**config.mk**
```make
export PLATFORM = sky130hd
export DESIGN_NAME = max_label_picker
export DESIGN_NICKNAME = d
export VERILOG_FILES = /design/src/lenet_pkg.sv /design/src/max_label_picker.sv
export SDC_FILE = /design/constraint.sdc
export NUM_CORES = 1
export LEC_CHECK = 0
export ABC_CLOCK_PERIOD_IN_PS = 3300
export BUFFER_PORTS_ARGS = -buffer_cell sky130_fd_sc_hd__clkbuf_2
export CELL_PAD_IN_SITES_DETAIL_PLACEMENT = 1
export CELL_PAD_IN_SITES_GLOBAL_PLACEMENT = 1
export CORE_MARGIN = 3
export CORE_UTILIZATION = 42
export DETAILED_ROUTE_END_ITERATION = 16
export PLACE_DENSITY = 0.79
export SLEW_MARGIN = 5
export SYNTH_ARGS = -nofsm -noshare
export SYNTH_HDL_FRONTEND = slang
export SYNTH_SLANG_ARGS = --single-unit
export TNS_END_PERCENT = 100
```
**constraint.sdc**
```tcl
create_clock -name i_sclk -period 3.3 [get_ports i_sclk]
set_input_delay 0.165 -clock i_sclk [delete_from_list [all_inputs] [get_ports i_sclk]]
set_output_delay 0.165 -clock i_sclk [all_outputs]
set_load 0.01 [all_outputs]
```
**src/lenet_pkg.sv**
```systemverilog
package lenet_pkg;

	//////////////////////////////////////////////////////////////////////
	// layer geometry

	localparam int N_IN       = 84;
	localparam int N_OUT      = 10;
	localparam int FEAT_BYTES = (N_IN + 7) / 8;
	localparam int W_BYTES    = N_OUT * N_IN;

	// biases sit right after the weight block
	localparam int BIAS_BASE  = W_BYTES;
	localparam int RAM_DEPTH  = W_BYTES + N_OUT;
	localparam int ADDR_W     = $clog2(RAM_DEPTH);

	localparam int WW         = 8;
	localparam int SCORE_W    = 16;
	localparam int LABEL_W    = 4;

	//////////////////////////////////////////////////////////////////////
	// record header kinds

	localparam logic [1:0] KIND_WEIGHTS  = 2'd0;
	localparam logic [1:0] KIND_BIASES   = 2'd1;
	localparam logic [1:0] KIND_FEATURES = 2'd2;
	localparam logic [1:0] KIND_RESERVED = 2'd3;

	// one stream byte, read as a header or as a weight
	typedef union packed {
		struct packed {
			logic [1:0] kind;
			logic [5:0] unused;
		} hdr;
		logic signed [7:0] weight;
	} stream_byte_t;

endpackage
```
**src/max_label_picker.sv**
```systemverilog
`timescale 1ns/1ns

module max_label_picker
	import lenet_pkg::*;
(
	input  logic                      i_sclk,
	input  logic                      i_rstn,

	input  logic                      i_score_valid,
	input  logic signed [SCORE_W-1:0] i_score,
	input  logic [LABEL_W-1:0]        i_class,

	output logic [LABEL_W-1:0]        o_label,
	output logic                      o_label_valid
);

	logic signed [SCORE_W-1:0] max_score;
	logic [LABEL_W-1:0]        max_cls;
	logic                      take;

	// strictly greater, so a tie keeps the lower class
	assign take = (i_class == '0) || (i_score > max_score);

	always_ff @(posedge i_sclk)
	begin
		if (i_score_valid && take)
		begin
			max_score <= i_score;
			max_cls   <= i_class;
		end
		if (i_score_valid && i_class == LABEL_W'(N_OUT - 1))
			o_label <= take ? i_class : max_cls;
	end

	always_ff @(posedge i_sclk)
	begin
		if (!i_rstn)
			o_label_valid <= 1'b0;
		else
			o_label_valid <= i_score_valid && (i_class == LABEL_W'(N_OUT - 1));
	end

endmodule

```
==> results <==
- The total leakage power is just under 0.7 nW.
- For the final database, setup skew stands at 12.2 ps.
- The required time reported for the critical path endpoint is approximately 3300 ps.
- The power density relative to cell area is about 430 nW/um2.
- The register-to-register setup slack is 330 ps.
- The starting density of the core is 45.4%.
- The number of slew-limit violations in the final report is 0.
- The post-route fraction of the period consumed by the critical path is approximately nine tenths.
- The fraction of synthesized area in multiplexers is 1.75%.
- The cell internal power dissipation is 0.472 mW.
- The peak clock frequency supported by timing is 337 MHz.
- TritonCTS built the clock tree.
- After synthesis, the largest family of logic cells by area is adder cells.
- In this run, the clock network consumes 21.9% of the power.
- In this run the worst path has a maximum fanout of 20.
- The count of flip-flops with a built-in enable after synthesis is 24.
- In this run the number of H-tree levels came out at 1.
- The initial antenna violation count is 0.
- Yosys instantiated no cell more often than sky130_fd_sc_hd__edfxtp_1.
- The die span in x is 61.3 um.
- The wire-length estimate of the detail-placed layout is 1950 um.
- The proportion of netlist area held by the largest area contributor is approximately 56%.
- The fraction of the mapped netlist area in compound gates is 9.36%.
- The worst hold path terminates at max_score[0]$_DFFE_PP_.
- After detailed routing, the number of remaining DRC violations is 0.
- In this run, post-CTS repair resized a total of 0 instances.
- The post-route setup TNS is 0 ps.
- The number of buffers added on ports is 27.
- The synthesized design contains 25 register bits.
- The height of the die is about 61 um.
- Dividing the detail-routed via count by the number of cells gives 5.17.
- The endpoint arrival time on the critical path is around 3000 ps.
- The reg-to-reg startpoint is max_score[15]$_DFFE_PP_.
- The initial detailed-routing violation count is 6.
- The count of cells along the worst hold path is 1.
- Summed over all layers, the global routing overflow is 0.
- In the final routed layout, each cell accounts on average for between 10 and 15 um.
- By area the synthesized netlist is led by sky130_fd_sc_hd__edfxtp_1 (56%), sky130_fd_sc_hd__ha_1 (16%), sky130_fd_sc_hd__inv_1 (5.6%), sky130_fd_sc_hd__a21oi_1 (1.9%), sky130_fd_sc_hd__nand4_1 (1.9%).
- The synthesized cell area is between 1000 and 1500 um2.
- The largest total area in the synthesized netlist belongs to sky130_fd_sc_hd__edfxtp_1.
- The sequential cell fraction of total power is between 60 and 70%.
- The final-report hold violation count came to 0.
- The count of nets left with antenna violations once routing finished came out at 0.
- The minimum clock period after layout is 2970 ps.
- Counting every instance in the synthesized netlist gives 100.
- The total detailed-routing wirelength is 2330 um.
- The TritonCTS sink count is 25.
- The weighted congestion at the end of routability-driven global placement is 0.796.
- The fraction of final layout cells with drive strength greater than 1 is 26.0%.
- The number of setup buffers added after CTS is 0.
- For this run, the leading register cell type out of synthesis is sky130_fd_sc_hd__edfxtp_1.
- The placeable core region is 2830 um2.
- Summing the areas of all fa, ha and maj instances in the mapped netlist gives 15.6% of the synthesized area.
- STA classifies the critical path startpoint as a flip-flop.
- The total of max-cap violations is 0.
- Entering global routing, the biggest net connects 21 pins.
- 0 antenna diodes ended up in the layout.
- Of the total synthesized cell area, the portion taken by AND, OR, NAND and NOR gates is 10.0%.
- In the global route stage, overall resource usage came out at 14.2%.
- The measured slew at the worst slew-check pin is approximately 820 ps.
- By count the netlist is led by sky130_fd_sc_hd__edfxtp_1 (24), sky130_fd_sc_hd__inv_1 (19), sky130_fd_sc_hd__ha_1 (16), sky130_fd_sc_hd__a21oi_1 (5).
- The number of global-route vias before repair is 880.
- The first global-routing pass estimated between 3000 and 4000 um of wire.
- The run finished with clean final reports.
- The length in cells of the worst reg-to-reg path is 8.
- The count of cell types in the netlist is 26.
- The maximum clock path buffer count is 2.
- Setup violations remaining at the end of the flow were counted as 0.
- The headroom to the max-slew limit is between 40% and 50%.
- Net switching is 25.8% of the power.
- The number of clock buffers inserted by TritonCTS is 3.
- STA classifies the critical path endpoint as a flip-flop.
- After synthesis, the share of flip-flops with an asynchronous set or reset is 0%.
- Setup repair after global routing left no endpoint under its margin.
- The area enclosed by the die boundary is roughly 3800 um2.
- The post-synthesis average cell area is around 13 um2.
- The critical path in this run is classified as reg2reg.
- After clock tree synthesis, the flow added hold-fix buffers numbering 0.
- The XOR/XNOR share of the synthesized area is 0%.
- The later pin in the worst-skew pair is clocked with a latency of 320 ps.
- The number of nets handed over by synthesis was 139.
- The count of pins on the block boundary is 28.
- The design draws 0.636 mW.
- The register area share after synthesis is 57.7%.
- The critical register-to-register path endpoint is max_score[4]$_DFFE_PP_.
- Clock-pin slew was measured on the worst setup and hold paths at around 140 ps.
- The standard-cell row count is 19.
- The part of the total power dissipated in combinational logic is 17.9%.
- Summed over all nets, the switching power comes to 0.164 mW.
- The startpoint identified for the worst hold timing path is i_score[0].
- During synthesis, Yosys emitted a total of 0 warnings.
- Detailed routing inserted a total of 838 vias.
- After the last flow step, the layout net total stands at approximately 170.
- The worst-case IR drop observed on VDD is 0.274 mV.
- The count of TritonRoute iterations in the first routing pass is 4.
- In this run the worst hold path is classified as in2reg.
- The clock root buffer is sky130_fd_sc_hd__clkbuf_4.
- The layout overhead on the synthesized area is 15.9%.
==> layout by cell type, fill, tap and decap left out, types with 2 or more instances in the layout <==
cell type,netlist,layout
sky130_fd_sc_hd__a21o_1,3,3
sky130_fd_sc_hd__a21oi_1,5,5
sky130_fd_sc_hd__clkbuf_2,0,27
sky130_fd_sc_hd__clkbuf_4,0,3
sky130_fd_sc_hd__edfxtp_1,24,24
sky130_fd_sc_hd__ha_1,16,16
sky130_fd_sc_hd__inv_1,19,19
sky130_fd_sc_hd__mux2_1,2,2
sky130_fd_sc_hd__nand2_1,4,4
sky130_fd_sc_hd__nand2b_1,2,2
sky130_fd_sc_hd__nand3_1,2,2
sky130_fd_sc_hd__nand4_1,4,4
sky130_fd_sc_hd__nor2_1,2,2
sky130_fd_sc_hd__o21ai_0,2,2
sky130_fd_sc_hd__o2bb2ai_1,2,2
==> worst max-delay path: stages, from the launching register on <==
cell and delay (ps):
sky130_fd_sc_hd__edfxtp_1 350, sky130_fd_sc_hd__inv_1 50, sky130_fd_sc_hd__ha_1 340, sky130_fd_sc_hd__nand4_1 190
sky130_fd_sc_hd__nor4_2 390, sky130_fd_sc_hd__o21ai_0 200, sky130_fd_sc_hd__o211ai_1 190, sky130_fd_sc_hd__a211oi_4 130
sky130_fd_sc_hd__and2b_1 760
==> flip-flops by register name (all words and copies together) (netlist names) <==
name / count
o_label: 4
max_score: 16
max_cls: 4
o_label_valid: 1
==> cells by family (layout without fill, tap and decap cells) <==
| group | count (synthesis) | count (layout) |
|---|---|---|
| DFF | 25 | 25 |
| and+or+nand+nor | 22 | 22 |
| buffers and inverters | 19 | 50 |
| adders and majority gates | 16 | 16 |
| muxes | 2 | 2 |
| AOI/OAI and AO/OA | 16 | 16 |
==> final cells by class <==
class / count / area, um2
clock buffers: 3 / 22.5
clock inverters: 1 / 7.51
fillers: 316 / 1340
inverters: 19 / 71.3
multi-input cells: 56 / 472
flip-flops and latches: 25 / 741
well taps: 31 / 38.8
repair buffers: 27 / 135
==> through the flow <==
step           worst slack (ps)  cell area [um2]  util, %  hold slack [ps]  std cells
4_1_cts                     285             1490     52.6             14.7        162
5_1_grt                    16.9             1490     52.6             19.9        162
6_report                    334             1490     52.6             23.6        162
3_5_place_dp                330             1460     51.5              364        158
3_3_place_gp                495             1460     51.5              359        158
2_1_floorplan               761             1280        -              264        100
==> power by group through the flow <==
| stage | Clock [mW] | Sequential, mW | Combinational, mW |
|---|---|---|---|
| after floorplan | 0 | 0.389 | 0.0747 |
| after global placement | 0 | 0.389 | 0.110 |
| after detailed placement | 0 | 0.391 | 0.116 |
| after CTS | 0.145 | 0.383 | 0.117 |
| after global routing | 0.155 | 0.385 | 0.133 |
| final | 0.139 | 0.383 | 0.114 |
==> how the worst max path moves through the flow <==
stage,start,end,slack (ps),cells after the start
2_1_floorplan,max_score[15]$_DFFE_PP_,max_cls[0]$_DFFE_PP_,760,8
3_3_place_gp,max_score[15]$_DFFE_PP_,max_score[1]$_DFFE_PP_,500,8
3_5_place_dp,max_score[15]$_DFFE_PP_,max_score[7]$_DFFE_PP_,330,8
4_1_cts,max_score[15]$_DFFE_PP_,max_score[6]$_DFFE_PP_,280,8
5_1_grt,max_score[15]$_DFFE_PP_,max_score[4]$_DFFE_PP_,20,8
6_report,max_score[15]$_DFFE_PP_,max_score[4]$_DFFE_PP_,330,8
==> layer usage <==
layer	share of wire, %	up-vias	global-route usage [%]
met3	4.4	2	2.52
met2	49	13	22.7
li1	-	427	-
met1	46	396	19.7
met5	0	-	0
met4	0.86	0	4.64
No activity file was read; power rests on OpenSTA's default activity.
