File: src/lenet_pkg.sv
package lenet_pkg;

	//////////////////////////////////////////////////////////////////////
	// layer geometry

	localparam int N_IN       = 84;
	localparam int N_OUT      = 10;
	localparam int FEAT_BYTES = (N_IN + 7) / 8;
	localparam int W_BYTES    = N_OUT * N_IN;

	// biases sit right after the weight block
	localparam int BIAS_BASE  = W_BYTES;
	localparam int RAM_DEPTH  = W_BYTES + N_OUT;
	localparam int ADDR_W     = $clog2(RAM_DEPTH);

	localparam int WW         = 8;
	localparam int SCORE_W    = 16;
	localparam int LABEL_W    = 4;

	//////////////////////////////////////////////////////////////////////
	// record header kinds

	localparam logic [1:0] KIND_WEIGHTS  = 2'd0;
	localparam logic [1:0] KIND_BIASES   = 2'd1;
	localparam logic [1:0] KIND_FEATURES = 2'd2;
	localparam logic [1:0] KIND_RESERVED = 2'd3;

	// one stream byte, read as a header or as a weight
	typedef union packed {
		struct packed {
			logic [1:0] kind;
			logic [5:0] unused;
		} hdr;
		logic signed [7:0] weight;
	} stream_byte_t;

endpackage
File: src/param_stream_loader.sv
`timescale 1ns/1ns

module param_stream_loader
	import lenet_pkg::*;
(
	input  logic                     i_sclk,
	input  logic                     i_rstn,

	input  logic                     i_in_valid,
	output logic                     o_in_ready,
	input  logic [7:0]               i_in_data,

	output logic                     o_wr_req,
	output logic [ADDR_W-1:0]        o_wr_addr,
	output logic signed [WW-1:0]     o_wr_data,
	input  logic                     i_wr_gnt,

	output logic                     o_start,
	output logic [N_IN-1:0]          o_features,
	input  logic                     i_busy
);

	stream_byte_t      in_byte;
	logic              accept;
	logic              rec_open;
	logic [1:0]        rec_kind;
	logic [ADDR_W-1:0] cnt;
	logic              last_byte;

	assign in_byte    = i_in_data;
	assign o_in_ready = !o_wr_req && !i_busy && !o_start;
	assign accept     = i_in_valid && o_in_ready;

	always_comb
	begin
		case (rec_kind)
			KIND_WEIGHTS:  last_byte = (cnt == ADDR_W'(W_BYTES - 1));
			KIND_BIASES:   last_byte = (cnt == ADDR_W'(N_OUT - 1));
			default:       last_byte = (cnt == ADDR_W'(FEAT_BYTES - 1));
		endcase
	end

	//////////////////////////////////////////////////////////////////////
	// record FSM and write requests

	always_ff @(posedge i_sclk)
	begin
		if (!i_rstn)
		begin
			rec_open <= 1'b0;
			rec_kind <= KIND_WEIGHTS;
			cnt      <= '0;
			o_wr_req <= 1'b0;
			o_start  <= 1'b0;
		end
		else
		begin
			o_start <= 1'b0;
			if (i_wr_gnt)
				o_wr_req <= 1'b0;
			if (accept && !rec_open)
			begin
				// reserved kind leaves no record open
				rec_kind <= in_byte.hdr.kind;
				rec_open <= (in_byte.hdr.kind != KIND_RESERVED);
				cnt      <= '0;
			end
			else if (accept)
			begin
				cnt <= cnt + 1'b1;
				if (last_byte)
					rec_open <= 1'b0;
				if (rec_kind == KIND_FEATURES)
					o_start <= last_byte;
				else
					o_wr_req <= 1'b1;
			end
		end
	end

	always_ff @(posedge i_sclk)
	begin
		if (accept && rec_open)
		begin
			o_wr_data <= in_byte.weight;
			if (rec_kind == KIND_BIASES)
				o_wr_addr <= ADDR_W'(BIAS_BASE) + cnt;
			else
				o_wr_addr <= cnt;
			// bit k of byte b is feature 8b+k
			if (rec_kind == KIND_FEATURES)
				for (int i = 0; i < N_IN; i++)
					if (int'(cnt) == i / 8)
						o_features[i] <= i_in_data[i % 8];
		end
	end

endmodule

File: config.mk
export PLATFORM = sky130hd
export DESIGN_NAME = param_stream_loader
export DESIGN_NICKNAME = d
export VERILOG_FILES = /design/src/lenet_pkg.sv /design/src/param_stream_loader.sv
export SDC_FILE = /design/constraint.sdc
export NUM_CORES = 1
export LEC_CHECK = 0
export BUFFER_PORTS_ARGS = -buffer_cell sky130_fd_sc_hd__buf_2
export CAP_MARGIN = 20
export CORE_ASPECT_RATIO = 0.8
export CORE_MARGIN = 3
export CORE_UTILIZATION = 46
export DETAILED_ROUTE_END_ITERATION = 16
export PLACE_DENSITY = 0.78
export SETUP_SLACK_MARGIN = 0.4
export SLEW_MARGIN = 20
export SYNTH_ARGS = -nofsm -noshare
export SYNTH_HDL_FRONTEND = slang
export SYNTH_SLANG_ARGS = --single-unit
File: constraint.sdc
create_clock -name i_sclk -period 2.25 [get_ports i_sclk]
set_input_delay 0.225 -clock i_sclk [delete_from_list [all_inputs] [get_ports i_sclk]]
set_output_delay 0.225 -clock i_sclk [all_outputs]
set_load 0.005 [all_outputs]
==> results.md, run 1 <==
* Status: complete, no violations
* Final instance area at 5749 um^2
* Max Fanout on Critical Path at 8
* FF/Latch Area at 3364 um^2
* RSZ-0062 raised after global routing: true
* Number of flops mapped to enable cells by yosys at 102
* Die area at around 10000 um^2
* CP startpoint kind: flip-flop
* Routability cong. at 0.8190
* Pint at 4.201 mW
* Num CTS Buffers at 17
* Hold Vio Cnt, Final at 0
* Synth Cell Area at around 4000 um^2
* Area after DPL at 4970 um^2
* Critical path capture point type: flip-flop
* Synthesis-to-finish area growth at 39.96%
* Max Cap Viol at 0
* Via/cell ratio at about 5
* F_max at 0.4899 GHz
* Port buffer count at about 120
* GRT Total Usage at 19.06%
* CP Launch Point: o_wr_req
* Worst-path clk slew at 0.06 ns
* Mean Syn Cell Area at 16.97 um^2
* Total power at 5.254 mW
* Hold-critical path endpoint: o_wr_req
* Final period util at 90.73%
* Flop-to-flop setup slack at between 0.2 and 0.25 ns
* Clock Tree Buf Depth at 2
* Die X at 111.7 um
* # clock sinks at 117
* Synth cell count leaders: edfxtp_1, nand2_1, nor2_1
* Post-synth top flop: edfxtp_1
* H-Tree Depth at 4
* Drt pass-1 iters at 5
* Die height at 90.52 um
* Hold Path Class: in2reg
* Antenna Diode Count at 0
* Worst IR Drop VDD at 0.6472 mV
* Count of different cell masters after synthesis at 36
* Final wirelength at 9.256 mm
* Core Util, Final at 66.88%
* Vias in the first global route at 2566
* Pleak at 2.157 nW
* Synth Net Count at 260
* Sw frac at 20.04%
* Initial Util at 47.79%
* Combinational Power Share at 2.0%
* Synth async-reset ratio at 0%
* P_sw at 1.053 mW
* Yosys top cell by area: edfxtp_1
* Worst-skew pair later-pin latency at about 0.50 ns
* Post-DR wirelength/cell at 18.01 um
* Worst R2R End: o_features[35]
* Hold depth at 2
* Slew Limit Headroom at 64.21%
* Post-synthesis sequential area ratio at 81.88%
* Core Footprint at ~8600 um^2
* Final setup fails at 0
* Final HPWL DP at between 5 and 6 mm
* Final ANT Viol Nets at 0
* Hold path start: i_rstn
* Number of fill cells at ~590
* Worst-Margin Slew at 0.5361 ns
* Req. time, crit path at 2.46 ns
* Top-area cell type share of the netlist area at 74.57%
* Detailed-route DRC error count at 0
* Seq cells post-synth at 117
* Synth area leaders: edfxtp_1, dfxtp_1, nand2_1
* Pwr Density at 913.9 nW/um^2
* Worst clock skew at 0.006237 ns
* Largest net degree at the start of global routing at 21
* Clock power share at 52.7%
* DR vias at 2606
* Area occupied by multi-input gates at 805.8 um^2
* Slew Limit Fails at 0
* Crit path time final at roughly 2.0 ns
* Cells after DPL at 475
* FP Rows at 30
* First-pass GRT wire length at 14.43 mm
* Antenna violations before repair at 0
* Sequential Power Share at 45.2%
* CTS tree: done
* Root Driver: clkbuf_8
* Worst r2r path cells at 7
* Final std cells w/o fill at 514
* WP data arrival at roughly 2.3 ns
* Yosys warning count at 0
* Worst r2r src: o_wr_req
* Most common cell in the synthesized netlist: edfxtp_1
* Share of cells above drive strength 1 at 46.27%
* Initial drt markers at around 120
* Synth Instances at 242
* Nets@finish at approximately 400
* # IOs at 118
* Total grt overflow at 0
* Setup CP Type: reg2reg
sequential cells by signal, indices dropped and copies added (netlist names):
name,cells
o_wr_data,8
cnt,10
o_features,84
o_start,1
o_wr_addr,10
o_wr_req,1
rec_open,1
rec_kind,2
logic make-up after synthesis:
logic type	share of synthesized area, %
AO/OA/AOI/OAI	3.259
XOR/XNOR	2.559
adder cells (fa/ha/maj)	1.523
buffers and inverters	1.157
flip-flops	81.88
AND/OR/NAND/NOR	9.626
cells in the final DEF, fill, tap and decap left out, types with 7 or more instances in the layout:
cell type    n
buf_2      117
buf_4        9
clkbuf_16   16
dfxtp_1     14
edfxtp_1   102
nand2_1     21
nor2_1      12
nor2_4       7
xor2_1       7
metal layers:
metal | track usage, % | part of all wire [%] | vias to the layer above
met3 | 7.368 | 9.6 | 2
li1 | - | - | 1202
met4 | 6.079 | 0.52 | 0
met1 | 26.00 | 43 | 1265
met5 | 0 | 0 | -
met2 | 28.39 | 47 | 137
power groups by stage:
stage               Combinational, mW  Sequential (mW)  Clock (mW)
floorplan                      0.0433             2.42           0
global placement                0.101             2.42           0
detailed placement              0.103             2.42           0
CTS                             0.108             2.38        2.80
global route                    0.119             2.38        2.91
finish                          0.107             2.38        2.77
area by class of cell:
type,instances,share of cell area [%]
tap,112,2.437
multi-input combinational,113,14.02
inverter,3,0.1959
timing repair buffer,137,14.10
clock inverter,15,3.526
sequential,117,58.52
clock buffer,17,7.203
how the worst max path moves through the flow:
stage / endpoint / slack (ns) / depth (start not counted)
after floorplan: o_features[32] / 0.10 / 5
after global placement: o_features[30] / 0.04 / 5
after detailed placement: o_features[16] / -0.006 / 5
after CTS: o_features[71] / 0.21 / 5
after global routing: o_features[69] / 0.09 / 6
final: o_features[35] / 0.21 / 7
per-stage QoR:
step           setup TNS (ns)  setup WS (ns)  hold slack (ns)
2_1_floorplan               0         0.1010           0.3239
3_3_place_gp                0        0.04404           0.5030
3_5_place_dp         -0.06074      -0.005573           0.4965
4_1_cts                     0         0.2061          0.01636
5_1_grt                     0        0.09332          0.02067
6_report                    0         0.2087          0.03720
worst max-delay path, cell delays in order, from the launching register on:
cell	delay, ns
dfxtp_2	0.32
or4b_4	0.53
nor4b_4	0.23
buf_4	0.17
nand3b_1	0.09
buf_6	0.18
nor2_4	0.09
buf_6	0.15
repair_timing:
item | CTS | global route
setup buffers | 5 | 1
setup endpoints to repair | 85 | 84
hold buffers | 1 | 0
gates resized for setup | 10 | 4
pin swaps | 6 | 4
hold endpoints to repair | 1 | 0
No activity file was read; power rests on OpenSTA's default activity.
==> inputs of run 2 (changes only) <==
CORE_ASPECT_RATIO = not set   (was 0.8)
==> run 2 against run 1 <==
Clock power is essentially flat. Maximum frequency shrank 3.4%. Worst setup slack lost 0.072 ns. Hold slack gained 0.051 ns. Die area is essentially flat. Design area shrank 0.85%. Sequential cell count is the same. Highest routed layer unchanged.
==> results.md, run 2 (synthesized netlist as in run 1, its figures left out) <==
* Slew Limit Fails at 0 (unchanged)
* Top Registers: o_features: 84 flops, cnt: 10 flops, o_wr_addr: 10 flops
* Hold-critical path endpoint: o_features[37]
* Max Cap Viol at 0 (unchanged)
* CTS tree: done
* Detailed-route DRC error count at 0 (unchanged)
* Final HPWL DP at 6.198 mm (+3.7%)
* Port buffer count at 117 (unchanged)
* Most common cell after layout, fill and taps aside: buf_2
* Drt pass-1 iters at 4 (-1)
* Clock Tree Buf Depth at 2 (unchanged)
* Worst R2R End: o_features[65]
* GRT Total Usage at 19.42% (+0.36 points)
* H-Tree Depth at 4 (unchanged)
* FP Rows at 33 (+10%)
* Hold Path Class: in2reg
* Die height at 100.5 um (+11%)
* Nets@finish at 405 (-0.49%)
* Final setup fails at 0 (unchanged)
* Largest net degree at the start of global routing at 17 (-19%)
* Flop-to-flop setup slack at 0.14 ns (-0.07 ns)
* Final std cells w/o fill at 504 (-1.9%)
* Share of cells above drive strength 1 at 46.62% (+0.35 points)
* Critical path capture point type: flip-flop
* Hold depth at 1 (-1)
* Crit path time final at 2.113 ns (+0.07212 ns)
* Worst-path clk slew at 0.06 ns (about the same)
* Antenna violations before repair at 0 (unchanged)
* Final ANT Viol Nets at 0 (unchanged)
* Slew Limit Headroom at 67.04% (+2.8 points)
* Synthesis-to-finish area growth at 38.78%
* Met3 wire len at 856 um (-3.3%)
* Worst-Margin Slew at 0.4937 ns (-0.04235 ns)
* Metal-1 WL at 3.753 mm (-5.2%)
* Final period util at 93.93% (+3.2 points)
* Final wirelength at 9.409 mm (+1.7%)
* Antenna Diode Count at 0 (unchanged)
* Area after DPL at 4959 um^2 (-0.23%)
* Die area at 10100 um^2 (about the same)
* Final instance area at 5700 um^2 (-0.85%)
* Worst clock skew at 0.007597 ns (+0.001360 ns)
* Initial drt markers at 150 (+22%)
* Max Fanout on Critical Path at 8 (unchanged)
* DR vias at 2621 (+0.58%)
* Worst r2r src: o_wr_req
* WP data arrival at 2.31 ns (+0.06 ns)
* Num CTS Buffers at 17 (unchanged)
* F_max at 0.4732 GHz (-3.4%)
* Hold Vio Cnt, Final at 0 (unchanged)
* Routability cong. at 0.8647 (+5.6%)
* Worst r2r path cells at 6 (-1)
* Status: complete, no violations
* Core Footprint at 8423 um^2 (-2.0%)
* Worst-skew pair later-pin latency at 0.51 ns (about the same)
* Core Util, Final at 67.68% (+0.79 points)
* Via/cell ratio at 5.200 (+2.6%)
* Setup CP Type: reg2reg
* RSZ-0062 raised after global routing: true
* Cells after DPL at 466 (-1.9%)
* Worst IR Drop VDD at 0.4883 mV (-25%)
* # IOs at 118 (unchanged)
* Total power at 5.247 mW (-0.14%)
* CP startpoint kind: flip-flop
* Req. time, crit path at 2.44 ns (-0.02 ns)
* Vias in the first global route at 2545 (-0.82%)
* Hold path start: i_in_data[5]
* Number of fill cells at 558 (-4.9%)
* First-pass GRT wire length at 14.16 mm (-1.9%)
* # clock sinks at 117 (unchanged)
* Die X at 100.5 um (-10%)
* Total grt overflow at 0 (unchanged)
* Pleak at 2.141 nW (-0.73%)
* Root Driver: clkbuf_8
* Post-DR wirelength/cell at 18.67 um (+3.7%)
* Most frequent cells in the layout: buf_2, edfxtp_1, nand2_1
* Max layer used: met4
* Initial Util at 48.77% (+0.98 points)
* Biggest register: o_features
* Pwr Density at 920.5 nW/um^2 (+0.72%)
* Met2 WL at 4.664 mm (+6.8%)
* Max FFs per register at 84 (unchanged)
==> run 2: changes by cell type in the layout (fill, tap and decap cells not counted) <==
cell	before	now
nor2_2	0	5
nor2_4	7	2
buf_4	9	7
clkinv_1	2	0
dfxtp_1	14	12
dfxtp_2	1	3
and2_2	0	1
and2_4	1	0
buf_6	6	5
clkinvlp_4	3	4
dlygate4sd3_1	1	2
==> run 2: where the power goes <==
group	internal [mW]	leakage [nW]	switching [mW]
sequential	2.37	1.04	0.0105
combinational	0.0319	0.809	0.0749
clock	1.80	0.287	0.961
total	4.20	2.14	1.05
==> run 2: final cells by class <==
class	count	area [um^2]	area share (%)
clock inverter	14	202.7	3.556
inverter	3	11.26	0.1975
multi-input combinational	113	779.5	13.67
sequential	117	3367	59.06
clock buffer	17	414.1	7.265
timing repair buffer	135	794.5	13.94
tap	105	131.4	2.305
==> run 2: what timing repair did <==
action                                  in CTS  in global routing
hold buffers                                 2                  0
gates cloned                                 0                  0
buffers inserted                             5                  0
hold endpoints to repair                     3                  0
gates resized for setup                      7                  2
endpoints found under the setup margin      84                100
pin swaps                                    6                  3
==> run 2: worst max-delay path by stage <==
stage,from,to,slack (ns),cells past startpoint
global route,o_wr_req,o_features[77],0.08,6
finish,o_wr_req,o_features[65],0.14,6
detailed placement,i_busy,o_features[69],-0.06,5
CTS,o_wr_req,o_features[71],0.13,6
global placement,i_busy,o_features[66],0.02,5
floorplan,o_wr_req,o_features[32],0.10,5
==> run 2: worst max-delay path, stage by stage (launching register included) <==
cell and delay, ns:
dfxtp_2 0.32, or4b_4 0.53, nor4b_4 0.29, buf_4 0.19
nand3b_1 0.09, buf_6 0.16, nor2_4 0.21
==> run 2: metal layers <==
layer / track usage (%) / up-vias
met4: 7.876 / 0
met3: 6.367 / 13
met5: 0 / -
met2: 31.65 / 134
met1: 24.03 / 1280
li1: - / 1194
==> run 2: stage by stage <==
stage | setup slack [ns] | hold slack [ns] | setup TNS [ns]
after floorplan | 0.1010 | 0.3239 | 0
after global placement | 0.01668 | 0.5039 | 0
after detailed placement | -0.06209 | 0.5015 | -1.048
after CTS | 0.1335 | 0.06091 | 0
after global routing | 0.08247 | 0.06524 | 0
final | 0.1365 | 0.08853 | 0
