**src/lenet_pkg.sv**
```systemverilog
package lenet_pkg;

	//////////////////////////////////////////////////////////////////////
	// layer geometry

	localparam int N_IN       = 84;
	localparam int N_OUT      = 10;
	localparam int FEAT_BYTES = (N_IN + 7) / 8;
	localparam int W_BYTES    = N_OUT * N_IN;

	// biases sit right after the weight block
	localparam int BIAS_BASE  = W_BYTES;
	localparam int RAM_DEPTH  = W_BYTES + N_OUT;
	localparam int ADDR_W     = $clog2(RAM_DEPTH);

	localparam int WW         = 8;
	localparam int SCORE_W    = 16;
	localparam int LABEL_W    = 4;

	//////////////////////////////////////////////////////////////////////
	// record header kinds

	localparam logic [1:0] KIND_WEIGHTS  = 2'd0;
	localparam logic [1:0] KIND_BIASES   = 2'd1;
	localparam logic [1:0] KIND_FEATURES = 2'd2;
	localparam logic [1:0] KIND_RESERVED = 2'd3;

	// one stream byte, read as a header or as a weight
	typedef union packed {
		struct packed {
			logic [1:0] kind;
			logic [5:0] unused;
		} hdr;
		logic signed [7:0] weight;
	} stream_byte_t;

endpackage
```
**src/fc_layer_engine.sv**
```systemverilog
`timescale 1ns/1ns

module fc_layer_engine
	import lenet_pkg::*;
(
	input  logic                      i_sclk,
	input  logic                      i_rstn,

	input  logic                      i_start,
	input  logic [N_IN-1:0]           i_features,
	output logic                      o_busy,

	output logic                      o_rd_req,
	output logic [ADDR_W-1:0]         o_rd_addr,
	input  logic                      i_rd_gnt,
	input  logic                      i_rd_valid,
	input  logic signed [WW-1:0]      i_rd_data,

	output logic                      o_score_valid,
	output logic signed [SCORE_W-1:0] o_score,
	output logic [LABEL_W-1:0]        o_class
);

	logic [N_IN-1:0]           feat_q;
	logic [N_IN-1:0]           mask;
	logic [$clog2(N_IN)-1:0]   low_idx;
	logic                      bias_pend;
	logic [LABEL_W-1:0]        cls;
	logic [1:0]                outstanding;
	logic signed [SCORE_W-1:0] acc;
	logic                      cls_done;

	// lowest feature still to be read for this class
	always_comb
	begin
		low_idx = '0;
		for (int i = N_IN - 1; i >= 0; i--)
			if (mask[i])
				low_idx = i[$clog2(N_IN)-1:0];
	end

	assign o_rd_req  = o_busy && (bias_pend || (|mask));
	assign o_rd_addr = bias_pend ? ADDR_W'(BIAS_BASE) + ADDR_W'(cls)
	                             : ADDR_W'(cls) * ADDR_W'(N_IN) + ADDR_W'(low_idx);

	// all reads issued and returned
	assign cls_done = o_busy && !bias_pend && !(|mask) && (outstanding == 2'd0);

	//////////////////////////////////////////////////////////////////////
	// class sequencing

	always_ff @(posedge i_sclk)
	begin
		if (!i_rstn)
		begin
			o_busy        <= 1'b0;
			bias_pend     <= 1'b0;
			cls           <= '0;
			outstanding   <= '0;
			o_score_valid <= 1'b0;
		end
		else
		begin
			o_score_valid <= cls_done;
			outstanding   <= outstanding + 2'(i_rd_gnt) - 2'(i_rd_valid);
			if (i_start && !o_busy)
			begin
				o_busy    <= 1'b1;
				bias_pend <= 1'b1;
				cls       <= '0;
			end
			else if (cls_done)
			begin
				cls       <= cls + 1'b1;
				bias_pend <= (cls != LABEL_W'(N_OUT - 1));
				o_busy    <= (cls != LABEL_W'(N_OUT - 1));
			end
			else if (i_rd_gnt && bias_pend)
				bias_pend <= 1'b0;
		end
	end

	always_ff @(posedge i_sclk)
	begin
		if (i_start && !o_busy)
		begin
			feat_q <= i_features;
			mask   <= i_features;
			acc    <= '0;
		end
		else if (cls_done)
		begin
			mask    <= feat_q;
			acc     <= '0;
			o_score <= acc;
			o_class <= cls;
		end
		else
		begin
			if (i_rd_gnt && !bias_pend)
				mask[low_idx] <= 1'b0;
			if (i_rd_valid)
				acc <= acc + {{(SCORE_W - WW){i_rd_data[WW-1]}}, i_rd_data};
		end
	end

endmodule

```
**config.mk**
```make
export PLATFORM = sky130hd
export DESIGN_NAME = fc_layer_engine
export DESIGN_NICKNAME = d
export VERILOG_FILES = /design/src/lenet_pkg.sv /design/src/fc_layer_engine.sv
export SDC_FILE = /design/constraint.sdc
export NUM_CORES = 1
export LEC_CHECK = 0
export ABC_AREA = 1
export BUFFER_PORTS_ARGS = -buffer_cell sky130_fd_sc_hd__buf_2
export CORE_AREA = 2 2 203 105
export DETAILED_ROUTE_END_ITERATION = 10
export DIE_AREA = 0 0 205 107
export PLACE_DENSITY = 0.8
export SYNTH_ARGS = -nofsm -noshare
export SYNTH_HDL_FRONTEND = slang
export SYNTH_SLANG_ARGS = --single-unit
export TNS_END_PERCENT = 100
```
**constraint.sdc**
```tcl
create_clock -name i_sclk -period 16.7 [get_ports i_sclk]
set_input_delay 0.835 -clock i_sclk [delete_from_list [all_inputs] [get_ports i_sclk]]
set_output_delay 0.835 -clock i_sclk [all_outputs]
set_load 0.02 [all_outputs]
```
==> metrics.md, run 1 <==
| Metric | Value |
|---|---|
| Hold buffers post-CTS | `0` |
| DRT antenna net count | `0` |
| Slew headroom | `0.243` |
| Mapped Cells | `1176` |
| Synth top area cells | `edfxtp_1 52%, nand2_1 8.3%, a22oi_1 5.6%` |
| Design Power | `0.00138 W` |
| Cell taking the most area after synthesis | `edfxtp_1` |
| Crit Path Class | `flop to primary output` |
| FF-to-FF Start | `mask[83]` |
| Fillcell total | `1698` |
| Peak VDD IR | `0.0666 mV` |
| Post-synth top area share | `0.516` |
| Clk_lat worst skew | `510 ps` |
| Fin crit period | `6610 ps` |
| Post-route DRC | `0` |
| Initial core utilization | `0.542` |
| Die Span Y | `107 um` |
| Worst Path Required | `15870 ps` |
| HPWL after detailed placement | `18600 um` |
| Die area | `21900 sq um` |
| Final Setup Violations | `0` |
| Final wirelength | `26900 um` |
| Post-CTS Setup Inserts | `0` |
| Status | `finished, final reports clean` |
| Max Cap Violations | `0` |
| EDFF count, synth | `188` |
| # placed instances | `1544` |
| Routed vias | `8725` |
| CP startpoint | `mask[82]` |
| Hold_ws | `444 ps` |
| Buffers & Inverters on Critical Path | `2` |
| I/O pin cnt | `130` |
| Asr flop ratio synth | `0` |
| Final Hold Viols | `0` |
| RSZ-0062 raised after global routing | `no` |
| Main synth FF type | `edfxtp_1` |
| Largest net degree at the start of global routing | `97` |
| Max clock buf depth | `3` |
| Total track usage | `0.248` |
| Synthesized cell area | `10900 sq um` |
| Layout cells sized above 1 | `0.132` |
| Synthesis-to-finish area growth | `13.7%` |
| Critical Path AT | `5770 ps` |
| GPL Wtd Cong | `0.865` |
| Fin Setup TNS | `0 ps` |
| CP max FO | `36` |
| Antenna cells | `0` |
| PwrDens | `111 nW/um^2` |
| Root Buffer | `clkbuf_16` |
| Hold path startpoint | `acc[15]` |
| PortBufs | `129` |
| Unique masters post-synth | `35` |
| Max stage delay on crit path | `410 ps` |
| Initial antenna violation count | `0` |
| Measured slew at the worst slew-check pin | `1140 ps` |
| Initial DRC count | `1031` |
| Post-cts sizing count | `0` |
| F_max | `151 MHz` |
| H-tree levels | `1` |
| Fin Clk Skew | `14.1 ps` |
| CP top delay family | `simple AND/OR/NAND/NOR gates` |
| Sequential cell area fraction in the yosys report | `0.562` |
| Worst-path clk slew | `60 ps` |
| Pre-antenna DRT Iters | `6` |
| Core area | `20200 sq um` |
| CTS tree | `yes` |
| Hold crit path type | `flop to flop` |
| Die Wd | `205 um` |
| Nets | `1423` |
| Commonest non-fill, non-tap cell in the layout | `nand2_1` |
| Most frequent CP cell | `nand2_1` |
| CTS buffer count | `20` |
| Fin. max-slew vios | `0` |
| Post-route insts no fill | `1580` |
| Syn. warnings | `0` |
| Total grt overflow | `0` |
| Pleak | `5.26 nW` |
| Std-Cell Rows | `37` |
| Routed length per placed instance | `17.0 um` |
| Slowest CP cell | `edfxtp_1` |
| Synthesized area per cell | `9.30 sq um` |
| Post-Syn Nets | `1306` |
| Final cycle utilization of the critical path | `0.396` |
| Vias/cell | `5.52` |
| Endpoint class of the critical path | `primary output` |
| Seq cells post-synth | `213` |
| Vias in the first global route | `8237` |
| Commonest cells after routing, fill and taps aside | `241 x nand2_1, 188 x edfxtp_1, 153 x inv_1` |
| Kind of start point of the critical path | `flop` |
| Total clock sinks | `213` |
| Global-route wire length before repair | `42800 um` |
[final cells by class]
class                      instances  area, sq um  share of cell area
clock buffer                      35          608              0.0489
clock inverter                     1         5.00            0.000403
inverter                         157          594              0.0478
multi-input combinational        765         4040               0.325
sequential                       213         6150               0.494
tap                              273          342              0.0275
timing repair buffer             136          698              0.0562
[layer usage]
layer,vias up,part of all wire,GRT usage
met5,-,0,0
met4,0,0.019,0.0586
met3,54,0.086,0.0550
met2,367,0.40,0.346
met1,4047,0.49,0.388
li1,4257,-,-
[worst register-to-register path, delay by kind of cell (launching register included)]
kind            cells  cell delay (ps)
compound gates      1              270
simple gates       85             4820
flops               1              430
[sequential cells by signal, indices dropped and copies added (netlist names)]
| name | cells |
|---|---|
| bias_pend | 1 |
| mask | 84 |
| o_busy | 1 |
| cls | 4 |
| outstanding | 2 |
| acc | 16 |
| o_score | 16 |
| o_class | 4 |
| o_score_valid | 1 |
| feat_q | 84 |
[power by group]
group          switching, W  leakage (nW)  internal (W)
clock              0.000192         0.297      0.000246
combinational      0.000170          2.92     0.0000859
sequential        0.0000345          2.04      0.000650
[metrics by stage]
| step | utilization | cell area, sq um | worst slack, ps |
|---|---|---|---|
| floorplan | - | 10900 | 9300 |
| global placement | 0.585 | 11800 | 10880 |
| detailed placement | 0.585 | 11800 | 10710 |
| CTS | 0.616 | 12400 | 10100 |
| global route | 0.616 | 12400 | 9210 |
| finish | 0.616 | 12400 | 10090 |
[cells by family after synthesis]
logic type / count (synthesis) / synth area share
AO/OA/AOI/OAI: 251 / 0.138
buffers and inverters: 198 / 0.0708
multiplexers: 1 / 0.000916
XOR/XNOR: 19 / 0.0152
flip-flops: 213 / 0.562
AND/OR/NAND/NOR: 461 / 0.173
adder cells (fa/ha/maj): 33 / 0.0398
[final timing paths]
kind | to | slack (ps) | cells past startpoint
max | o_rd_addr[0] | 10090 | 86
min | o_score[15] | 440 | 0
max reg2reg | mask[60] | 10940 | 86
min reg2reg | o_score[15] | 440 | 0
[synthesized netlist by cell type, types with 4 or more instances]
master	instances
o21ai_1	59
inv_1	153
o21bai_1	8
xor2_1	17
clkbuf_1	35
nand2_4	4
ha_1	30
nand4_1	12
nor3_1	32
edfxtp_1	188
a21oi_1	47
a211oi_1	6
nor2_1	143
nand3_1	21
nand2_1	241
a22oi_1	82
o21ai_0	44
dfxtp_1	25
buf_6	4
No activity file was read; power rests on OpenSTA's default activity.
==> run 2: changes to the inputs <==
- ABC_AREA: 1 -> 0
- CORE_AREA: 2 2 203 105 -> 2 2 206 107
- DIE_AREA: 0 0 205 107 -> 0 0 208 109
- clock period: 16.7 -> 6.9 ns (I/O delays scaled with it)
==> run 2 against run 1 <==
Cell area up 2.4%. Global-route usage up 1.9 points. Combinational power rose to 2.7 times the previous value. Wire length up 13%. Via count up 5.1%. Sequential share of layout area down 1.2 points. Cell count down 9.9%. Critical path type unchanged. Flip-flop and latch count unchanged. Sequential power rose to 2.5 times the previous value.
==> metrics.md, run 2 <==
| Metric | Value |
|---|---|
| Pre-antenna DRT Iters | `5 (was 6)` |
| PwrDens | `274 nW/um^2 (was 111 nW/um^2)` |
| Peak VDD IR | `0.179 mV (was 0.0666 mV)` |
| Fin Setup TNS | `0 ps (unchanged)` |
| Slowest CP cell | `nor4_1 (was edfxtp_1)` |
| HPWL after detailed placement | `20800 um (was 18600 um)` |
| Initial core utilization | `0.539 (was 0.542)` |
| Final Setup Violations | `0 (unchanged)` |
| Fin crit period | `4830 ps` |
| CTS buffer count | `21 (was 20)` |
| Post-synth top area share | `0.499 (was 0.516)` |
| Top cells by count, synth | `188 x edfxtp_1, 146 x a21oi_1, 80 x nor2_1 (was 241 x nand2_1, 188 x edfxtp_1, 153 x inv_1)` |
| Asr flop ratio synth | `0 (unchanged)` |
| Pleak | `4.73 nW (was 5.26 nW)` |
| Final Hold Viols | `0 (unchanged)` |
| Total grt overflow | `0 (unchanged)` |
| Synthesized cell area | `11300 sq um (was 10900 sq um)` |
| Root Buffer | `clkbuf_16 (unchanged)` |
| Commonest non-fill, non-tap cell in the layout | `edfxtp_1 (was nand2_1)` |
| Synthesized area per cell | `11.1 sq um (was 9.30 sq um)` |
| Biggest registers after layout | `feat_q x84, mask x84 (unchanged)` |
| Std-Cell Rows | `38 (was 37)` |
| Routed vias | `9167 (was 8725)` |
| H-tree levels | `1 (unchanged)` |
| Reg area | `6150 sq um (unchanged)` |
| Mapped Cells | `1022 (was 1176)` |
| Final cycle utilization of the critical path | `0.700` |
| RSZ-0062 raised after global routing | `no (unchanged)` |
| Kind of start point of the critical path | `flop (unchanged)` |
| Worst Path Required | `6550 ps (was 15870 ps)` |
| Die Span Y | `109 um (was 107 um)` |
| Cell taking the most area after synthesis | `edfxtp_1 (unchanged)` |
| Unique masters post-synth | `75 (was 35)` |
| Fin. max-slew vios | `0 (unchanged)` |
| Design Power | `0.00349 W (was 0.00138 W)` |
| CTS tree | `yes (unchanged)` |
| DRT antenna net count | `0 (unchanged)` |
| Hold buffers post-CTS | `0 (unchanged)` |
| Max Cap Violations | `0 (unchanged)` |
| Status | `finished, final reports clean (unchanged)` |
| Total clock sinks | `213 (unchanged)` |
| Endpoint class of the critical path | `primary output (unchanged)` |
| Multi-input logic area | `4790 sq um (was 4040 sq um)` |
| Vias in the first global route | `8450 (was 8237)` |
| Seq cells post-synth | `213 (unchanged)` |
| Initial DRC count | `1332 (was 1031)` |
| Post-layout util | `0.606 (was 0.616)` |
| I/O pin cnt | `130 (unchanged)` |
| Die area | `22700 sq um (was 21900 sq um)` |
| Commonest cells after routing, fill and taps aside | `188 x edfxtp_1, 146 x a21oi_1, 129 x buf_2 (was 241 x nand2_1, 188 x edfxtp_1, 153 x inv_1)` |
| Synth top area cells | `edfxtp_1 50%, a21oi_1 6.5%, a22o_1 5.7% (was edfxtp_1 52%, nand2_1 8.3%, a22oi_1 5.6%)` |
| Synthesis-to-finish area growth | `12.4% (was 13.7%)` |
| Global-route wire length before repair | `47200 um (was 42800 um)` |
| Measured slew at the worst slew-check pin | `1320 ps (was 1140 ps)` |
| Worst-path cell chain | `nor4_1 -> o21ai_0 -> a21o_1 -> o2111ai_2 -> nand4_2 -> inv_4 -> ha_1 -> inv_1 -> fa_1 -> nor2b_1 -> o21ai_0 -> nand2b_1 -> a21oi_1 -> or3_1 -> a21o_1 -> buf_2` |
| Slew headroom | `0.115 (was 0.243)` |
| Layout cells sized above 1 | `0.187 (was 0.132)` |
| Core area | `21000 sq um (was 20200 sq um)` |
| Total track usage | `0.267 (was 0.248)` |
| CP max FO | `5 (was 36)` |
| Post-CTS Setup Inserts | `0 (unchanged)` |
| Antenna cells | `0 (unchanged)` |
| F_max | `207 MHz` |
| Fin Clk Skew | `12.1 ps (was 14.1 ps)` |
| Fillcell total | `1692 (was 1698)` |
| EDFF count, synth | `188 (unchanged)` |
| Hold crit path type | `primary input to flop (was flop to flop)` |
| Largest net degree at the start of global routing | `93 (was 97)` |
| Post-cts sizing count | `0 (unchanged)` |
| Clk_lat worst skew | `520 ps (was 510 ps)` |
| Routed length per placed instance | `21.4 um (was 17.0 um)` |
| Critical Path AT | `4480 ps (was 5770 ps)` |
| PortBufs | `129 (unchanged)` |
| Initial antenna violation count | `0 (unchanged)` |
| Sequential cell area fraction in the yosys report | `0.543 (was 0.562)` |
| Max clock buf depth | `3 (unchanged)` |
| Max stage delay on crit path | `760 ps (was 410 ps)` |
| Post-Syn Nets | `1152 (was 1306)` |
| Post-route DRC | `0 (unchanged)` |
| Top-count cell post-synth | `edfxtp_1 (was nand2_1)` |
| Final wirelength | `30500 um (was 26900 um)` |
| Syn. warnings | `0 (unchanged)` |
| Vias/cell | `6.44 (was 5.52)` |
| Worst-path clk slew | `70 ps (was 60 ps)` |
| Main synth FF type | `edfxtp_1 (unchanged)` |
| Crit Path Class | `flop to primary output (unchanged)` |
| GPL Wtd Cong | `0.916 (was 0.865)` |
| Die Wd | `208 um (was 205 um)` |
| Nets | `1259 (was 1423)` |
## run 2: changes by cell type after synthesis, sizes merged, moves of 17 or more
cell,change
nand2,-215
inv,-123
a21oi,+100
a22oi,-75
a22o,+73
o21ai,-65
nor2,-60
nor3,+53
nor4,+22
buf,+21
a31o,+17
xnor2,+17
## run 2: where the power goes
part           switching (W)  leakage (nW)  internal, W
clock network       0.000499         0.306     0.000583
logic               0.000414          2.38     0.000275
registers           0.000136          2.05      0.00158
## run 2: critical path: cells and delay by family, from the launching register on
kind	cells	cell delay (ps)
buffers and inverters	3	370
DFF	1	460
and+or+nand+nor	5	1530
AOI/OAI and AO/OA	6	1010
adders and majority gates	2	600
## run 2: cells by family after synthesis
family          Yosys count  synth area share
compound gates          348             0.203
xor+xnor                 27            0.0209
fa+ha+maj                33            0.0385
buf+inv                  84            0.0365
flops                   213             0.543
mux                      12            0.0107
simple gates            305             0.147
## run 2: cell type report
type,instances,share of cell area
sequential,213,0.483
inverter,32,0.0100
clock buffer,28,0.0449
multi-input combinational,725,0.376
clock inverter,9,0.00383
timing repair buffer,136,0.0548
tap,280,0.0275
## run 2: through the flow
stage	cell area, sq um	worst slack (ps)	hold WS (ps)	instances
floorplan	11300	1630	427	1022
detailed placement	12100	2750	448	1386
global route	12700	1880	9.85	1423
global placement	12100	2800	442	1386
finish	12700	2070	17.4	1423
CTS	12700	2180	7.64	1423
## run 2: final timing paths
check / start / to / slack (ps) / cells past startpoint
min reg2reg: acc[15] / o_score[15] / 460 / 0
max reg2reg: mask[38] / mask[27] / 2600 / 9
max: mask[43] / o_rd_addr[8] / 2070 / 16
min: i_features[21] / feat_q[21] / 20 / 1
## run 2: metal layers
layer / part of all wire / GRT usage / wire, um / up-vias
li1: - / - / - / 4192
met1: 0.45 / 0.411 / 13800 / 4399
met2: 0.40 / 0.355 / 12200 / 521
met3: 0.12 / 0.0913 / 3770 / 55
met4: 0.022 / 0.0659 / 663 / 0
met5: 0 / 0 / 0 / -
==> run 3: changes to the inputs <==
- CORE_AREA: 2 2 206 107 -> 2 2 210 109
- DIE_AREA: 0 0 208 109 -> 0 0 212 111
- clock period: 6.9 -> 4.4 ns (I/O delays scaled with it)
==> run 3 against run 2 <==
Core utilization increased by 2.8 points. Die area rose by 3.8%. Global-route usage about the same. Clock skew increased by 17 ps. Wire length rose by 4.9%. Largest power group unchanged. Non-clock buffer count is 104 higher. Clock power is 69% higher. Sequential share of layout area shrank 4.2 points. Total power up 64%. Setup slack worse by 1900 ps. Worst hold slack better by 12 ps.
==> metrics.md, run 3 (synthesis gave the netlist of run 2 again) <==
| Metric | Value |
|---|---|
| Biggest registers after layout | `feat_q x84, mask x84 (unchanged)` |
| F_max | `236 MHz` |
| Vias in the first global route | `9098 (was 8450)` |
| Final Instance Area | `13900 sq um (was 12700 sq um)` |
| Min-Delay Path Depth | `2 (was 1)` |
| Clk_lat worst skew | `530 ps (was 520 ps)` |
| Fin Clk Skew | `29.4 ps (was 12.1 ps)` |
| Die Wd | `212 um (was 208 um)` |
| Worst r2r dst | `mask[1] (was mask[27])` |
| Initial DRC count | `1070 (was 1332)` |
| Met3 Use GR | `0.0683 (was 0.0913)` |
| Design Power | `0.00571 W (was 0.00349 W)` |
| Routed length per placed instance | `20.6 um (was 21.4 um)` |
| Initial core utilization | `0.514 (was 0.539)` |
| Worst-path clk slew | `70 ps (about the same)` |
| Synthesis-to-finish area growth | `23.2% (was 12.4%)` |
| Pleak | `5.21 nW (was 4.73 nW)` |
| Std-Cell Rows | `39 (was 38)` |
| Core area | `22000 sq um (was 21000 sq um)` |
| Fin Setup TNS | `0 ps (unchanged)` |
| Initial antenna violation count | `0 (unchanged)` |
| I/O pin cnt | `130 (unchanged)` |
| CTS tree | `yes (unchanged)` |
| Fin crit period | `4240 ps` |
| Final Setup Violations | `0 (unchanged)` |
| Setup WS pre-CTS | `454 ps (was 2750 ps)` |
| Hold path startpoint | `i_rstn (was i_features[21])` |
| Worst Path Required | `4180 ps (was 6550 ps)` |
| Nets | `1363 (was 1259)` |
| Routed vias | `9584 (was 9167)` |
| Commonest non-fill, non-tap cell in the layout | `edfxtp_1 (unchanged)` |
| Post-route DRC | `0 (unchanged)` |
| Global route hottest layer | `met1 (unchanged)` |
| HPWL after detailed placement | `20800 um (about the same)` |
| Endpoint class of the critical path | `primary output (unchanged)` |
| Max Cap Violations | `0 (unchanged)` |
| Final wirelength | `31900 um (was 30500 um)` |
| Final cycle utilization of the critical path | `0.963` |
| Hold Path End | `o_score_valid (was feat_q[21])` |
| Hold_ws | `29.4 ps (was 17.4 ps)` |
| Crit Path Class | `flop to primary output (unchanged)` |
| Vias/cell | `6.17 (was 6.44)` |
| Critical Path AT | `4020 ps (was 4480 ps)` |
| Die Span Y | `111 um (was 109 um)` |
| GPL Wtd Cong | `0.915 (was 0.916)` |
| R2R depth | `8 (was 9)` |
| Total grt overflow | `0 (unchanged)` |
| Global-route wire length before repair | `49200 um (was 47200 um)` |
| Kind of start point of the critical path | `flop (unchanged)` |
| Peak VDD IR | `0.210 mV (was 0.179 mV)` |
| PwrDens | `409 nW/um^2 (was 274 nW/um^2)` |
| Die area | `23500 sq um (was 22700 sq um)` |
| Fin. max-slew vios | `0 (unchanged)` |
| Hold crit path type | `primary input to flop (unchanged)` |
| H-tree levels | `1 (unchanged)` |
| Final Hold Viols | `0 (unchanged)` |
| Slew headroom | `0.319 (was 0.115)` |
| Status | `finished, final reports clean (unchanged)` |
| Commonest cells after routing, fill and taps aside | `188 x edfxtp_1, 144 x a21oi_1, 129 x buf_2 (was 188 x edfxtp_1, 146 x a21oi_1, 129 x buf_2)` |
| R2r setup slk | `740 ps (was 2600 ps)` |
| CP max FO | `5 (unchanged)` |
| Worst setup margin | `161 ps (was 2070 ps)` |
| Pre-antenna DRT Iters | `5 (unchanged)` |
| Met2 usage | `0.370 (was 0.355)` |
| Root Buffer | `clkbuf_16 (unchanged)` |
| Max clock buf depth | `3 (unchanged)` |
| Total track usage | `0.267 (about the same)` |
| Area post-placement | `12200 sq um (was 12100 sq um)` |
| GRT met1 Usage | `0.415 (was 0.411)` |
| Measured slew at the worst slew-check pin | `1020 ps (was 1320 ps)` |
| PortBufs | `129 (unchanged)` |
| Largest net degree at the start of global routing | `108 (was 93)` |
| Antenna cells | `0 (unchanged)` |
| Layout cells sized above 1 | `0.195 (was 0.187)` |
| Total clock sinks | `213 (unchanged)` |
| DRT antenna net count | `0 (unchanged)` |
| CTS buffer count | `21 (unchanged)` |
| FF-to-FF Start | `mask[30] (was mask[38])` |
-- run 3: changes by cell type in the layout (fill, tap and decap cells not counted), sizes merged --
| cell | previous run | this run |
|---|---|---|
| dlygate4sd3 | 0 | 84 |
| buf | 136 | 156 |
| clkinv | 8 | 2 |
| clkbuf | 28 | 32 |
| bufinv | 0 | 2 |
-- run 3: per-stage QoR --
stage                util  instances
finish              0.634       1554
global route        0.634       1554
CTS                 0.627       1546
detailed placement  0.556       1422
global placement    0.556       1422
floorplan               -       1022
-- run 3: final cells by class --
type                       instances  area, sq um
sequential                       213         6150
multi-input combinational        725         4900
fill                            1722         8060
clock buffer                      32          597
inverter                          32          128
tap                              307          384
timing repair buffer             240         1710
clock inverter                     5         77.6
-- run 3: per-layer routing --
layer	part of all wire	wire (um)	vias to the layer above
met3	0.11	3440	78
li1	-	-	4392
met2	0.41	13100	542
met4	0.025	791	0
met5	0	0	-
met1	0.46	14600	4572
-- run 3: worst max-delay path: stages, from the launching register on --
cell and delay (ps):
edfxtp_1 470, nor4_2 480, nand4_1 320, a41oi_1 310, nor2_1 80, o21ai_2 300, inv_1 100, ha_1 330
nor2b_1 120, o21ai_0 80, nand2b_1 130, a21oi_1 100, or3_1 320, a21o_1 190, buf_2 150
-- run 3: power by group --
| part | leakage, nW | switching (W) | internal, W | total [W] |
|---|---|---|---|---|
| Clock | 0.326 | 0.000781 | 0.00105 | 0.00183 |
| Sequential | 2.04 | 0.000223 | 0.00248 | 0.00270 |
| Combinational | 2.85 | 0.000669 | 0.000505 | 0.00117 |
| Total | 5.21 | 0.00167 | 0.00404 | 0.00571 |
-- run 3: worst max-delay path by stage --
stage | to | depth (start not counted) | from
after global placement | o_rd_addr[8] | 16 | mask[35]
final | o_rd_addr[8] | 14 | mask[55]
after global routing | o_rd_addr[8] | 14 | mask[55]
after CTS | o_rd_addr[9] | 15 | mask[76]
after floorplan | mask[25] | 6 | o_busy
after detailed placement | o_rd_addr[8] | 16 | mask[35]
-- run 3: repair_timing --
action	CTS	global route
hold buffers	84	0
setup buffers	3	8
endpoints found under the setup margin	1	3
gates resized for setup	5	13
pin swaps	1	6
hold endpoints to repair	84	0
gates cloned	0	0
